<file path="src/verilog/rv32i_pkg.sv">
package rv32i_pkg;

  // Data path width
  localparam int XLEN = 32;

  // Words, register indices, byte lanes
  typedef logic [XLEN-1:0]   word_t;
  typedef logic [4:0]        reg_idx_t;
  typedef logic [XLEN/8-1:0] mbe_t;
  typedef logic [2:0]        funct3_t;

  // ALU operation select
  typedef logic [3:0] alu_op_t;

  localparam alu_op_t ALU_ADD    = 4'd0;
  localparam alu_op_t ALU_SUB    = 4'd1;
  localparam alu_op_t ALU_SLL    = 4'd2;
  localparam alu_op_t ALU_SLT    = 4'd3;
  localparam alu_op_t ALU_SLTU   = 4'd4;
  localparam alu_op_t ALU_XOR    = 4'd5;
  localparam alu_op_t ALU_SRL    = 4'd6;
  localparam alu_op_t ALU_SRA    = 4'd7;
  localparam alu_op_t ALU_OR     = 4'd8;
  localparam alu_op_t ALU_AND    = 4'd9;
  // Second operand straight through, used by LUI
  localparam alu_op_t ALU_PASS_B = 4'd10;

  // Major opcodes of the supported subset
  localparam logic [6:0] OP_REG   = 7'b0110011;
  localparam logic [6:0] OP_IMM   = 7'b0010011;
  localparam logic [6:0] OP_LUI   = 7'b0110111;
  localparam logic [6:0] OP_LOAD  = 7'b0000011;
  localparam logic [6:0] OP_STORE = 7'b0100011;

  // Access size in funct3 of loads and stores
  localparam funct3_t F3_B  = 3'b000;
  localparam funct3_t F3_H  = 3'b001;
  localparam funct3_t F3_W  = 3'b010;
  localparam funct3_t F3_BU = 3'b100;
  localparam funct3_t F3_HU = 3'b101;

  // addi x0, x0, 0
  localparam word_t NOP_INSTR = 32'h0000_0013;

  // First fetch address out of reset
  localparam word_t RESET_PC = 32'h0000_0000;

endpackage
</file>
<file path="src/verilog/datapath.sv">
`timescale 1ns/1ps

module datapath (
  input  logic             clk,
  input  logic             rst_n,
  // Instruction side
  output rv32i_pkg::word_t icache_address,
  output logic             icache_read,
  input  rv32i_pkg::word_t icache_rdata,
  input  logic             icache_resp,
  // Data side
  output rv32i_pkg::word_t dcache_address,
  output logic             dcache_read,
  output logic             dcache_write,
  output rv32i_pkg::word_t dcache_wdata,
  output rv32i_pkg::mbe_t  dcache_mbe,
  input  rv32i_pkg::word_t dcache_rdata,
  input  logic             dcache_resp
);

  logic                icache_stall;
  logic                dcache_stall;
  logic                stall;
  logic                advance;
  rv32i_pkg::word_t    pc;
  rv32i_pkg::word_t    ifid_instr;
  // Decode outputs
  rv32i_pkg::reg_idx_t id_rs1, id_rs2, id_rd;
  rv32i_pkg::word_t    id_imm, rf_rdata_a, rf_rdata_b;
  rv32i_pkg::alu_op_t  id_alu_op;
  rv32i_pkg::funct3_t  id_funct3;
  logic                id_src2_imm, id_reg_write, id_mem_read, id_mem_write;
  // ID/EX
  rv32i_pkg::reg_idx_t idex_rs1, idex_rs2, idex_rd;
  rv32i_pkg::word_t    idex_imm, idex_rs1_val, idex_rs2_val;
  rv32i_pkg::alu_op_t  idex_alu_op;
  rv32i_pkg::funct3_t  idex_funct3;
  logic                idex_src2_imm, idex_reg_write, idex_mem_read, idex_mem_write;
  rv32i_pkg::word_t    ex_alu_result, ex_store_data;
  // EX/MEM
  rv32i_pkg::reg_idx_t exmem_rd, exmem_rs2;
  rv32i_pkg::word_t    exmem_alu, exmem_store_data;
  rv32i_pkg::funct3_t  exmem_funct3;
  logic                exmem_reg_write, exmem_mem_read, exmem_mem_write;
  rv32i_pkg::word_t    mem_store_src, mem_load_raw, mem_load_value, mem_result;
  logic                dcache_done;
  rv32i_pkg::word_t    held_rdata;
  // MEM/WB
  rv32i_pkg::reg_idx_t memwb_rd;
  logic                memwb_reg_write;
  rv32i_pkg::word_t    memwb_value;

  // Global freeze while either side waits
  assign icache_stall = icache_read & ~icache_resp;
  assign dcache_stall = (dcache_read | dcache_write) & ~dcache_resp;
  assign stall        = icache_stall | dcache_stall;
  assign advance      = ~stall;

  assign icache_address = pc;
  assign icache_read    = rst_n;

  decode_ctrl u_decode (
    .instr(ifid_instr), .rs1(id_rs1), .rs2(id_rs2), .rd(id_rd), .imm(id_imm),
    .alu_op(id_alu_op), .src2_imm(id_src2_imm), .reg_write(id_reg_write),
    .mem_read(id_mem_read), .mem_write(id_mem_write), .funct3(id_funct3)
  );

  regfile u_regfile (
    .clk(clk), .rst_n(rst_n), .we(memwb_reg_write), .waddr(memwb_rd),
    .wdata(memwb_value), .raddr_a(id_rs1), .raddr_b(id_rs2),
    .rdata_a(rf_rdata_a), .rdata_b(rf_rdata_b)
  );

  execute_stage u_execute (
    .rs1(idex_rs1), .rs2(idex_rs2), .rs1_val(idex_rs1_val), .rs2_val(idex_rs2_val),
    .imm(idex_imm), .alu_op(idex_alu_op), .src2_imm(idex_src2_imm),
    .mem_rd(exmem_rd), .mem_reg_write(exmem_reg_write), .mem_is_load(exmem_mem_read),
    .mem_alu(exmem_alu), .mem_rdata(mem_load_value),
    .wb_rd(memwb_rd), .wb_reg_write(memwb_reg_write), .wb_value(memwb_value),
    .alu_result(ex_alu_result), .store_data(ex_store_data)
  );

  // Access finished but an instruction fetch still holds the pipe
  assign dcache_read    = exmem_mem_read & ~dcache_done;
  assign dcache_write   = exmem_mem_write & ~dcache_done;
  assign dcache_address = {exmem_alu[31:2], 2'b00};
  assign mem_load_raw   = dcache_done ? held_rdata : dcache_rdata;

  // Store data may still be produced by the writeback instruction
  assign mem_store_src = (memwb_reg_write && (memwb_rd != '0) && (memwb_rd == exmem_rs2)) ?
                         memwb_value : exmem_store_data;
  assign mem_result    = exmem_mem_read ? mem_load_value : exmem_alu;

  mem_align u_mem_align (
    .store_addr(exmem_alu), .store_funct3(exmem_funct3), .store_src(mem_store_src),
    .wdata(dcache_wdata), .mbe(dcache_mbe),
    .load_addr(exmem_alu), .load_funct3(exmem_funct3), .load_raw(mem_load_raw),
    .load_value(mem_load_value)
  );

  always_ff @(posedge clk or negedge rst_n) begin
    if (!rst_n) begin
      dcache_done <= 1'b0;
    end else if (advance) begin
      dcache_done <= 1'b0;
    end else if ((dcache_read | dcache_write) & dcache_resp) begin
      dcache_done <= 1'b1;
    end
  end

  always_ff @(posedge clk) begin
    if (dcache_read && dcache_resp) begin
      held_rdata <= dcache_rdata;
    end
  end

  // PC and pipeline control
  always_ff @(posedge clk or negedge rst_n) begin
    if (!rst_n) begin
      pc              <= rv32i_pkg::RESET_PC;
      ifid_instr      <= rv32i_pkg::NOP_INSTR;
      idex_reg_write  <= 1'b0;
      idex_mem_read   <= 1'b0;
      idex_mem_write  <= 1'b0;
      exmem_reg_write <= 1'b0;
      exmem_mem_read  <= 1'b0;
      exmem_mem_write <= 1'b0;
      memwb_reg_write <= 1'b0;
    end else if (advance) begin
      pc              <= pc + 32'd4;
      ifid_instr      <= icache_rdata;
      idex_reg_write  <= id_reg_write;
      idex_mem_read   <= id_mem_read;
      idex_mem_write  <= id_mem_write;
      exmem_reg_write <= idex_reg_write;
      exmem_mem_read  <= idex_mem_read;
      exmem_mem_write <= idex_mem_write;
      memwb_reg_write <= exmem_reg_write;
    end
  end

  // Pipeline payload
  always_ff @(posedge clk) begin
    if (advance) begin
      idex_rs1         <= id_rs1;
      idex_rs2         <= id_rs2;
      idex_rd          <= id_rd;
      idex_imm         <= id_imm;
      idex_rs1_val     <= rf_rdata_a;
      idex_rs2_val     <= rf_rdata_b;
      idex_alu_op      <= id_alu_op;
      idex_src2_imm    <= id_src2_imm;
      idex_funct3      <= id_funct3;
      exmem_rd         <= idex_rd;
      exmem_rs2        <= idex_rs2;
      exmem_alu        <= ex_alu_result;
      exmem_store_data <= ex_store_data;
      exmem_funct3     <= idex_funct3;
      memwb_rd         <= exmem_rd;
      memwb_value      <= mem_result;
    end
  end

endmodule

</file>
<file path="src/verilog/decode_ctrl.sv">
`timescale 1ns/1ps

module decode_ctrl (
  input  rv32i_pkg::word_t    instr,
  output rv32i_pkg::reg_idx_t rs1,
  output rv32i_pkg::reg_idx_t rs2,
  output rv32i_pkg::reg_idx_t rd,
  output rv32i_pkg::word_t    imm,
  output rv32i_pkg::alu_op_t  alu_op,
  output logic                src2_imm,
  output logic                reg_write,
  output logic                mem_read,
  output logic                mem_write,
  output rv32i_pkg::funct3_t  funct3
);

  rv32i_pkg::word_t i_imm;
  rv32i_pkg::word_t s_imm;
  rv32i_pkg::word_t u_imm;

  // ALU select from funct3, alt picks SUB or SRA
  function automatic rv32i_pkg::alu_op_t alu_decode(rv32i_pkg::funct3_t f3, logic alt);
    case (f3)
      3'b000:  return alt ? rv32i_pkg::ALU_SUB : rv32i_pkg::ALU_ADD;
      3'b001:  return rv32i_pkg::ALU_SLL;
      3'b010:  return rv32i_pkg::ALU_SLT;
      3'b011:  return rv32i_pkg::ALU_SLTU;
      3'b100:  return rv32i_pkg::ALU_XOR;
      3'b101:  return alt ? rv32i_pkg::ALU_SRA : rv32i_pkg::ALU_SRL;
      3'b110:  return rv32i_pkg::ALU_OR;
      default: return rv32i_pkg::ALU_AND;
    endcase
  endfunction

  // Immediate formats
  assign i_imm = {{20{instr[31]}}, instr[31:20]};
  assign s_imm = {{20{instr[31]}}, instr[31:25], instr[11:7]};
  assign u_imm = {instr[31:12], 12'h000};

  assign rs1    = instr[19:15];
  assign rs2    = instr[24:20];
  assign rd     = instr[11:7];
  assign funct3 = instr[14:12];

  always_comb begin
    imm       = '0;
    alu_op    = rv32i_pkg::ALU_ADD;
    src2_imm  = 1'b0;
    reg_write = 1'b0;
    mem_read  = 1'b0;
    mem_write = 1'b0;
    case (instr[6:0])
      rv32i_pkg::OP_REG: begin
        reg_write = 1'b1;
        alu_op    = alu_decode(instr[14:12], instr[30]);
      end
      rv32i_pkg::OP_IMM: begin
        reg_write = 1'b1;
        src2_imm  = 1'b1;
        imm       = i_imm;
        // No SUBI, bit 30 only matters for the right shift
        alu_op    = alu_decode(instr[14:12], instr[30] && (instr[14:12] == 3'b101));
      end
      rv32i_pkg::OP_LUI: begin
        reg_write = 1'b1;
        src2_imm  = 1'b1;
        imm       = u_imm;
        alu_op    = rv32i_pkg::ALU_PASS_B;
      end
      rv32i_pkg::OP_LOAD: begin
        reg_write = 1'b1;
        mem_read  = 1'b1;
        src2_imm  = 1'b1;
        imm       = i_imm;
      end
      rv32i_pkg::OP_STORE: begin
        mem_write = 1'b1;
        src2_imm  = 1'b1;
        imm       = s_imm;
      end
      default: begin
        // Anything else drops through as a no-op
      end
    endcase
  end

endmodule

</file>
<file path="src/verilog/execute_stage.sv">
`timescale 1ns/1ps

module execute_stage (
  // Instruction in execute
  input  rv32i_pkg::reg_idx_t rs1,
  input  rv32i_pkg::reg_idx_t rs2,
  input  rv32i_pkg::word_t    rs1_val,
  input  rv32i_pkg::word_t    rs2_val,
  input  rv32i_pkg::word_t    imm,
  input  rv32i_pkg::alu_op_t  alu_op,
  input  logic                src2_imm,
  // Memory stage
  input  rv32i_pkg::reg_idx_t mem_rd,
  input  logic                mem_reg_write,
  input  logic                mem_is_load,
  input  rv32i_pkg::word_t    mem_alu,
  input  rv32i_pkg::word_t    mem_rdata,
  // Writeback stage
  input  rv32i_pkg::reg_idx_t wb_rd,
  input  logic                wb_reg_write,
  input  rv32i_pkg::word_t    wb_value,
  // Results
  output rv32i_pkg::word_t    alu_result,
  output rv32i_pkg::word_t    store_data
);

  rv32i_pkg::word_t mem_value;
  logic             mem_hit_a;
  logic             mem_hit_b;
  logic             wb_hit_a;
  logic             wb_hit_b;
  rv32i_pkg::word_t op_a;
  rv32i_pkg::word_t fwd_b;
  rv32i_pkg::word_t op_b;
  logic [4:0]       shamt;

  // Load in memory stage hands over its read data
  assign mem_value = mem_is_load ? mem_rdata : mem_alu;

  // Producers that write x0 never match
  assign mem_hit_a = mem_reg_write && (mem_rd != '0) && (mem_rd == rs1);
  assign mem_hit_b = mem_reg_write && (mem_rd != '0) && (mem_rd == rs2);
  assign wb_hit_a  = wb_reg_write && (wb_rd != '0) && (wb_rd == rs1);
  assign wb_hit_b  = wb_reg_write && (wb_rd != '0) && (wb_rd == rs2);

  // Youngest producer wins
  assign op_a  = mem_hit_a ? mem_value : (wb_hit_a ? wb_value : rs1_val);
  assign fwd_b = mem_hit_b ? mem_value : (wb_hit_b ? wb_value : rs2_val);

  assign op_b       = src2_imm ? imm : fwd_b;
  assign store_data = fwd_b;
  assign shamt      = op_b[4:0];

  always_comb begin
    case (alu_op)
      rv32i_pkg::ALU_ADD:    alu_result = op_a + op_b;
      rv32i_pkg::ALU_SUB:    alu_result = op_a - op_b;
      rv32i_pkg::ALU_SLL:    alu_result = op_a << shamt;
      rv32i_pkg::ALU_SLT:    alu_result = {31'b0, $signed(op_a) < $signed(op_b)};
      rv32i_pkg::ALU_SLTU:   alu_result = {31'b0, op_a < op_b};
      rv32i_pkg::ALU_XOR:    alu_result = op_a ^ op_b;
      rv32i_pkg::ALU_SRL:    alu_result = op_a >> shamt;
      rv32i_pkg::ALU_SRA:    alu_result = $unsigned($signed(op_a) >>> shamt);
      rv32i_pkg::ALU_OR:     alu_result = op_a | op_b;
      rv32i_pkg::ALU_AND:    alu_result = op_a & op_b;
      rv32i_pkg::ALU_PASS_B: alu_result = op_b;
      default:               alu_result = '0;
    endcase
  end

endmodule

</file>
<file path="src/verilog/mem_align.sv">
`timescale 1ns/1ps

module mem_align (
  input  rv32i_pkg::word_t   store_addr,
  input  rv32i_pkg::funct3_t store_funct3,
  input  rv32i_pkg::word_t   store_src,
  output rv32i_pkg::word_t   wdata,
  output rv32i_pkg::mbe_t    mbe,
  input  rv32i_pkg::word_t   load_addr,
  input  rv32i_pkg::funct3_t load_funct3,
  input  rv32i_pkg::word_t   load_raw,
  output rv32i_pkg::word_t   load_value
);

  logic [1:0]  store_off;
  logic [1:0]  load_off;
  logic [7:0]  byte_val;
  logic [15:0] half_val;
  logic        half_ok;

  assign store_off = store_addr[1:0];
  assign load_off  = load_addr[1:0];

  // Store lane placement
  always_comb begin
    wdata = '0;
    mbe   = '0;
    case (store_funct3)
      rv32i_pkg::F3_B: begin
        wdata = store_src << {store_off, 3'b000};
        mbe   = 4'b0001 << store_off;
      end
      rv32i_pkg::F3_H: begin
        // Upper lane falls off at offset 3
        wdata = store_src << {store_off, 3'b000};
        mbe   = 4'b0011 << store_off;
      end
      rv32i_pkg::F3_W: begin
        wdata = store_src;
        mbe   = 4'b1111;
      end
      default: begin
      end
    endcase
  end

  // Load lane extraction
  assign byte_val = load_raw[{load_off, 3'b000} +: 8];
  assign half_val = load_off[1] ? load_raw[31:16] : load_raw[15:0];
  assign half_ok  = ~load_off[0];

  always_comb begin
    case (load_funct3)
      rv32i_pkg::F3_B:  load_value = {{24{byte_val[7]}}, byte_val};
      rv32i_pkg::F3_BU: load_value = {24'b0, byte_val};
      rv32i_pkg::F3_H:  load_value = half_ok ? {{16{half_val[15]}}, half_val} : '0;
      rv32i_pkg::F3_HU: load_value = half_ok ? {16'b0, half_val} : '0;
      rv32i_pkg::F3_W:  load_value = load_raw;
      default:          load_value = '0;
    endcase
  end

endmodule

</file>
<file path="src/verilog/regfile.sv">
`timescale 1ns/1ps

module regfile (
  input  logic                clk,
  input  logic                rst_n,
  input  logic                we,
  input  rv32i_pkg::reg_idx_t waddr,
  input  rv32i_pkg::word_t    wdata,
  input  rv32i_pkg::reg_idx_t raddr_a,
  input  rv32i_pkg::reg_idx_t raddr_b,
  output rv32i_pkg::word_t    rdata_a,
  output rv32i_pkg::word_t    rdata_b
);

  // x1 to x31, x0 has no storage
  rv32i_pkg::word_t regs [1:31];

  always_ff @(posedge clk or negedge rst_n) begin
    if (!rst_n) begin
      for (int i = 1; i < 32; i++) begin
        regs[i] <= '0;
      end
    end else if (we && (waddr != '0)) begin
      regs[waddr] <= wdata;
    end
  end

  // Same-cycle write shows up on the read ports
  assign rdata_a = (raddr_a == '0) ? '0 :
                   (we && (waddr == raddr_a)) ? wdata : regs[raddr_a];
  assign rdata_b = (raddr_b == '0) ? '0 :
                   (we && (waddr == raddr_b)) ? wdata : regs[raddr_b];

endmodule

</file>
<file path="config.mk">
export PLATFORM = sky130hd
export DESIGN_NAME = datapath
export DESIGN_NICKNAME = d
export VERILOG_FILES = /design/src/verilog/rv32i_pkg.sv /design/src/verilog/datapath.sv /design/src/verilog/decode_ctrl.sv /design/src/verilog/execute_stage.sv /design/src/verilog/mem_align.sv /design/src/verilog/regfile.sv
export SDC_FILE = /design/constraint.sdc
export NUM_CORES = 2
export LEC_CHECK = 0
export BUFFER_PORTS_ARGS = -buffer_cell sky130_fd_sc_hd__buf_2
export CORE_MARGIN = 4
export CORE_UTILIZATION = 50
export DETAILED_ROUTE_END_ITERATION = 8
export PLACE_DENSITY_LB_ADDON = 0.2
export SETUP_SLACK_MARGIN = 0.4
export SYNTH_ARGS = -nofsm -noshare
export SYNTH_HDL_FRONTEND = slang
export SYNTH_SLANG_ARGS = --single-unit
</file>
<file path="constraint.sdc">
create_clock -name clk -period 10.14 [get_ports clk]
set_clock_uncertainty 0.15 [all_clocks]
set_input_delay 2.535 -clock clk [delete_from_list [all_inputs] [get_ports clk]]
set_output_delay 2.535 -clock clk [all_outputs]
set_load 0.01 [all_outputs]
</file>
Word-level counts from Yosys, hierarchy flattened
Index checks and enable logic that the tools add are counted.

operators by class
  $add $sub $neg = 3
  order comparisons = 6
  equality and inequality tests = 33
  shift-type cells = 7
  muxes and demuxes = 40
  bitwise logic cells = 16
  reduce and logical (&&, ||, !) cells = 23

operator list
  kind                                                             number
  992-bit bitwise mux                                              1
  32-bit 2-to-1 mux                                                16
  32-bit one-hot mux with 11 select lines                          1
  32-bit binary-select mux with 5-bit select                       2
  32-bit demux with 5-bit select                                   1
  32-bit one-hot mux with 5 select lines                           1
  32-bit one-hot mux with 3 select lines                           1
  32-bit < comparator                                              2
  32-bit one-hot mux with 2 select lines                           1
  32-bit by 5-bit << shifter with 32-bit output                    2
  4-bit one-hot mux with 7 select lines                            2
  5-bit == test                                                    7
  32-bit by 3-bit adder with 32-bit output, second input constant  1
  32-bit adder                                                     1
  32-bit bitwise AND                                               1
  16-bit 2-to-1 mux                                                2
  32-bit bitwise OR                                                1
  32-bit by 6-bit variable part select with 8-bit output           1
  32-bit by 5-bit >> shifter with 32-bit output                    1
  32-bit by 5-bit >>> shifter with 32-bit output                   1
  32-bit subtractor                                                1
  32-bit XOR                                                       1
  4-bit one-hot mux with 3 select lines                            2
  7-bit by 6-bit == test with 1-bit output, second input constant  3
  other kinds (26)                                                 75

word-level totals
  flip-flop bits (word level) = 1,329
  input bits = 68
  output and inout bits = 103

Depth between registers and ports, before layout
  word-level depth = 9
  gate-level depth with buffers = 26
  depth with buffers taken out = 22

Hierarchy
Synthesis repeated with hierarchy kept, for this count alone.

second synthesis, totals
  cell total of the unflattened synthesis = 6,236
  area total of the unflattened synthesis = 79,885.4 um^2

modules (own cells, without submodules)
  module         times used  cells each  area an instance (um^2)  seq. area each (um^2)
  regfile        1           3,632       53,675.2                 24,823.8
  datapath       1           643         12,492.0                 9,713.1
  execute_stage  1           1,653       11,649.9                 0.0
  mem_align      1           191         1,423.9                  0.0
  decode_ctrl    1           117         644.4                    0.0

Worst setup path after synthesis
No wires, ideal clock.

  path type = input port to flip-flop
  start point = input port icache_resp
  end point = register exmem_mem_read
  arrival time = 9.940 ns
  data required time = 9.538 ns
  setup slack = -0.401 ns
  stages = 5
  buffers on the path = 2
  cell sequence = inv_1 > a21oi_1 > clkbuf_1 > buf_1 > o21ai_0

on the way
  cells in the longest elaborated chain, start to end = 3

ends and longest elaborated chain
  element               RTL line         text
  start, declared       datapath.sv:10   input logic icache_resp,
  1-bit inverter        datapath.sv:54   assign icache_stall = icache_read & ~icache_resp;
  1-bit bitwise AND     datapath.sv:54
  1-bit bitwise OR      datapath.sv:56   assign stall = icache_stall | dcache_stall;
  end signal, assigned  datapath.sv:136  exmem_mem_read <= idex_mem_read;
  end, declared         datapath.sv:44   logic exmem_reg_write, exmem_mem_read, exmem_mem_write;

Every way passes these cells.
A chain may end at the register's enable or synchronous reset.

Worst setup path after layout
  start point = input port dcache_rdata[23]
  end point = register exmem_alu[27], data pin

on the way
  elaborated cells between the ends (all ways) = 19
  classes of those cells = add/sub: 2; shift: 4; mux: 10; bitwise: 3

RTL lines
  element                                                     RTL line                                  text
  start, declared                                             datapath.sv:17                            input rv32i_pkg::word_t dcache_rdata,
  32-bit 2-to-1 mux (*)                                       datapath.sv:87                            assign mem_load_raw = dcache_done ? held_rdata : dcache_rdata;
  32-bit by 6-bit variable part select with 8-bit output (*)  mem_align.sv:48                           assign byte_val = load_raw[{load_off, 3'b000} +: 8];
  32-bit one-hot mux with 5 select lines (*)                  mem_align.sv:53                           case (load_funct3)
  32-bit 2-to-1 mux (*)                                       execute_stage.sv:38                       assign mem_value = mem_is_load ? mem_rdata : mem_alu;
  32-bit 2-to-1 mux (*)                                       execute_stage.sv:48                       assign fwd_b = mem_hit_b ? mem_value : (wb_hit_b ? wb_value : rs2_val);
  named net ex_store_data[9]                                  datapath.sv:39                            rv32i_pkg::word_t ex_alu_result, ex_store_data;
  32-bit 2-to-1 mux (*)                                       execute_stage.sv:50                       assign op_b = src2_imm ? imm : fwd_b;
  32-bit subtractor / 32-bit adder (equally long branches)    execute_stage.sv:57, execute_stage.sv:56
  32-bit one-hot mux with 11 select lines (*)                 execute_stage.sv:55                       case (alu_op)
  end signal, assigned                                        datapath.sv:156                           exmem_alu <= ex_alu_result;
  end, declared                                               datapath.sv:42                            rv32i_pkg::word_t exmem_alu, exmem_store_data;

Mark *: on every way through the listed nets, which the timed path passes. The rest lies on a longest branch.

==> reports/qor.txt <==
Synthesized cell area: 78400 µm²
Vias in the first global route: 54749
Initial Util: 0.503
Fin Setup TNS: 0 ps
Die Wd: 404 µm
Number of synthesized flops with an enable pin: 265
Core area: 156000 µm²
Required time worst endpoint: 10530 ps
Post-Synth XOR/XNOR Area: 0.00905
Post-synthesis mux area share: 0.373
Maxcap violations: 0
P_leak: 38.2 nW
Critical path startpoint category: input pin
Clock latency on the worst-skew pair: 810 ps
Row Count: 145
Final worst slack: 1850 ps
Final Setup Violations: 0
Drt first pass iters: 6
Syn_area_per_cell: 13.2 µm²
Via Count: 54831
CP Max Fanout: 16
Die area: 163000 µm²
# hold bufs at CTS: 0
Hold WC Path Type: reg -> reg
Period utilization: 0.817
Total track usage: 0.341
Critical path origin: dcache_rdata[23]
RD Place Congestion: 1.03
Post-synthesis adder-cell area fraction: 0.0161
CTS tree: done
Arr. time, crit path: 8670 ps
Pwr per Cell Area: 180 nW/µm²
Final Cell Area: 85900 µm²
Compound-Gate Fraction of Synth Area: 0.0733
DR vias/cell: 6.84
CTS buffer count: 150
# DRC: 0
Clk slew on worst S/H paths: 60 ps
Share of layout cells above drive strength 1: 0.407
Wire per inst: 34.9 µm
Synth cell types: 113
Starting DRT DRC Count: 5746
Count of final hold-check violations: 0
Post-layout nets: 6002
Global-route wire length before repair: 404000 µm
Placed wire-length estimate: 178000 µm
Root Buffer: clkbuf_16
CP Capture Type: register
Maximum vdd drop: 0.189 mV
Min-Delay Startpoint: idex_funct3[0]$_DFFE_PN_
#FFs+latches synth: 1327
Syn Inst Count: 5953
Register area share after synthesis: 0.440
Setup Crit Path Kind: in -> reg
Fin crit period: 8290 ps
# Post-CTS Setup Buffers: 0
Simple-gate share of the synthesized area: 0.0483
Number of clock sinks: 1327
CTS HTree Levels: 4
Status: finished, final reports clean
Prevailing post-synth register cell: dfrtp_1
Max Fclk: 0.121 GHz
Synth warnings: 0
Worst-Margin Slew: 1340 ps
IO buf count: 166
Top Ports: 171
GRT Residual Overflow: 0
Final ANT Viol Nets: 0
P&R area growth vs syn: 9.59%
WL final: 280000 µm
Slew Limit Headroom: 0.0999
Layout fillers: 12981
Place WS: 1100 ps
# resized after CTS: 0
Pwr Total: 15.5 mW
Largest net degree at the start of global routing: 166
Initial antenna violation count: 13
Die height: 404 µm
Reg-to-Reg Start: memwb_rd[3]$_DFFE_PN_
Proportion of synthesized flip-flops having asynchronous set or reset: 0.800
Largest family of logic cells by synthesized area: multiplexers
RSZ-0062 raised after global routing: no
Pins Over Slew Limit: 0
DP Area: 80900 µm²
Clk buf depth: 3
==> where the power goes <==
group	internal [mW]	switching [mW]	total, mW
combinational	1.34	2.15	3.49
clock	3.19	2.34	5.53
sequential	5.96	0.481	6.44
total	10.5	4.97	15.5
==> sequential cells by signal, indices dropped and copies added (netlist names), 3 cells and up <==
register and cells:
exmem_rd 5, idex_rd 5, icache_address 30, exmem_alu 32
idex_rs2 5, u_regfile.regs 992, held_rdata 32, idex_rs1_val 32
ifid_instr 32, exmem_funct3 3, idex_rs1 5, memwb_rd 5
idex_rs2_val 32, memwb_value 32, exmem_rs2 5, idex_alu_op 4
idex_funct3 3, exmem_store_data 32, idex_imm 32
==> Yosys cell counts, drive strengths merged, types with 19 or more instances <==
| master | instances | area [µm²] |
|---|---|---|
| inv | 136 | 515 |
| nor3 | 46 | 235 |
| a22oi | 28 | 215 |
| o21ai | 138 | 694 |
| dfrtp | 1059 | 26500 |
| o211ai | 32 | 245 |
| ha | 98 | 1230 |
| xor2 | 33 | 289 |
| edfxtp | 265 | 7960 |
| nand2b | 19 | 119 |
| o221ai | 56 | 508 |
| mux2 | 1146 | 12900 |
| nor2 | 327 | 1240 |
| a221oi | 27 | 243 |
| buf | 284 | 1380 |
| a211oi | 29 | 223 |
| a21oi | 204 | 1020 |
| a21o | 30 | 225 |
| clkbuf | 332 | 1250 |
| mux2i | 311 | 3180 |
| and2 | 19 | 119 |
| nand3 | 48 | 240 |
| xnor2 | 48 | 420 |
| nand2 | 225 | 847 |
| nor2b | 30 | 188 |
| a22o | 74 | 648 |
| mux4 | 583 | 13100 |
| o22ai | 42 | 263 |
==> placed cells by master, fill, tap and decap left out, drive strengths merged, types with 56 or more instances in the layout <==
master	count
edfxtp	265
a22o	74
nor2	327
inv	143
a21oi	204
nand2	225
mux2	1146
buf	342
ha	98
mux2i	311
mux4	583
dfrtp	1059
clkbuf	208
o21ai	138
o221ai	56
==> worst paths after layout <==
check,to,slack (ps),cells after the start
worst max-delay path,exmem_alu[27]$_SDFFCE_PN0N_,1850,18
worst min-delay path,exmem_funct3[0]$_DFFE_PN_,270,0
max in group asynchronous,u_regfile.regs[682]$_DFFE_PN0P_,5200,5
worst min register to register,exmem_funct3[0]$_DFFE_PN_,270,0
worst max register to register,exmem_alu[29]$_SDFFCE_PN0N_,2320,20
min in group asynchronous,icache_address[5]$_DFFE_PN0N_,1430,1
==> layer usage <==
metal  track usage  vias up  wire length, µm
li1              -    22479                -
met4         0.155        4            14700
met1         0.463    29177           114000
met3        0.0716      601            22100
met5             0        -               24
met2         0.533     2570           129000
==> logic make-up (layout without fill, tap and decap cells) <==
logic type | Yosys count | in the layout
AOI/OAI and AO/OA | 828 | 828
xor gates and xnor gates | 81 | 81
adders and majority gates | 100 | 100
buffers and inverters | 753 | 747
DFF | 1327 | 1327
muxes | 2040 | 2040
other | 1 | 9
and+or+nand+nor | 823 | 823
==> final cells by class <==
| class | count | area, µm² | share of cell area |
|---|---|---|---|
| Antenna cell | 5 | 12.5 | 0.000146 |
| Clock buffer | 208 | 4310 | 0.0501 |
| Clock inverter | 60 | 671 | 0.00780 |
| Inverter | 137 | 519 | 0.00604 |
| Multi-Input combinational cell | 3876 | 41000 | 0.477 |
| Sequential cell | 1327 | 34600 | 0.402 |
| Tap cell | 2058 | 2570 | 0.0300 |
| Timing Repair Buffer | 342 | 2300 | 0.0268 |
==> metrics by stage <==
stage          hold WS [ps]  utilization  instances
2_1_floorplan           250            -       5956
3_3_place_gp            251        0.519       7740
3_5_place_dp            255        0.519       7740
4_1_cts                 270        0.551       8008
5_1_grt                 269        0.551       8009
6_report                268        0.551       8013
==> worst max-delay path, cell delays in order <==
cell and delay [ps]:
buf_2 100, mux2i_1 130, mux4_2 700, nor4_2 380
o221ai_1 340, o21ai_0 300, mux2i_1 200, ha_1 460
or3_1 410, a2111oi_0 1070, o21ai_0 340, buf_4 240
a21oi_1 250, o41ai_1 220, a221o_1 350, a22oi_1 210
o2111ai_1 170, a211o_1 260
Power figures use the tool's default switching activity.
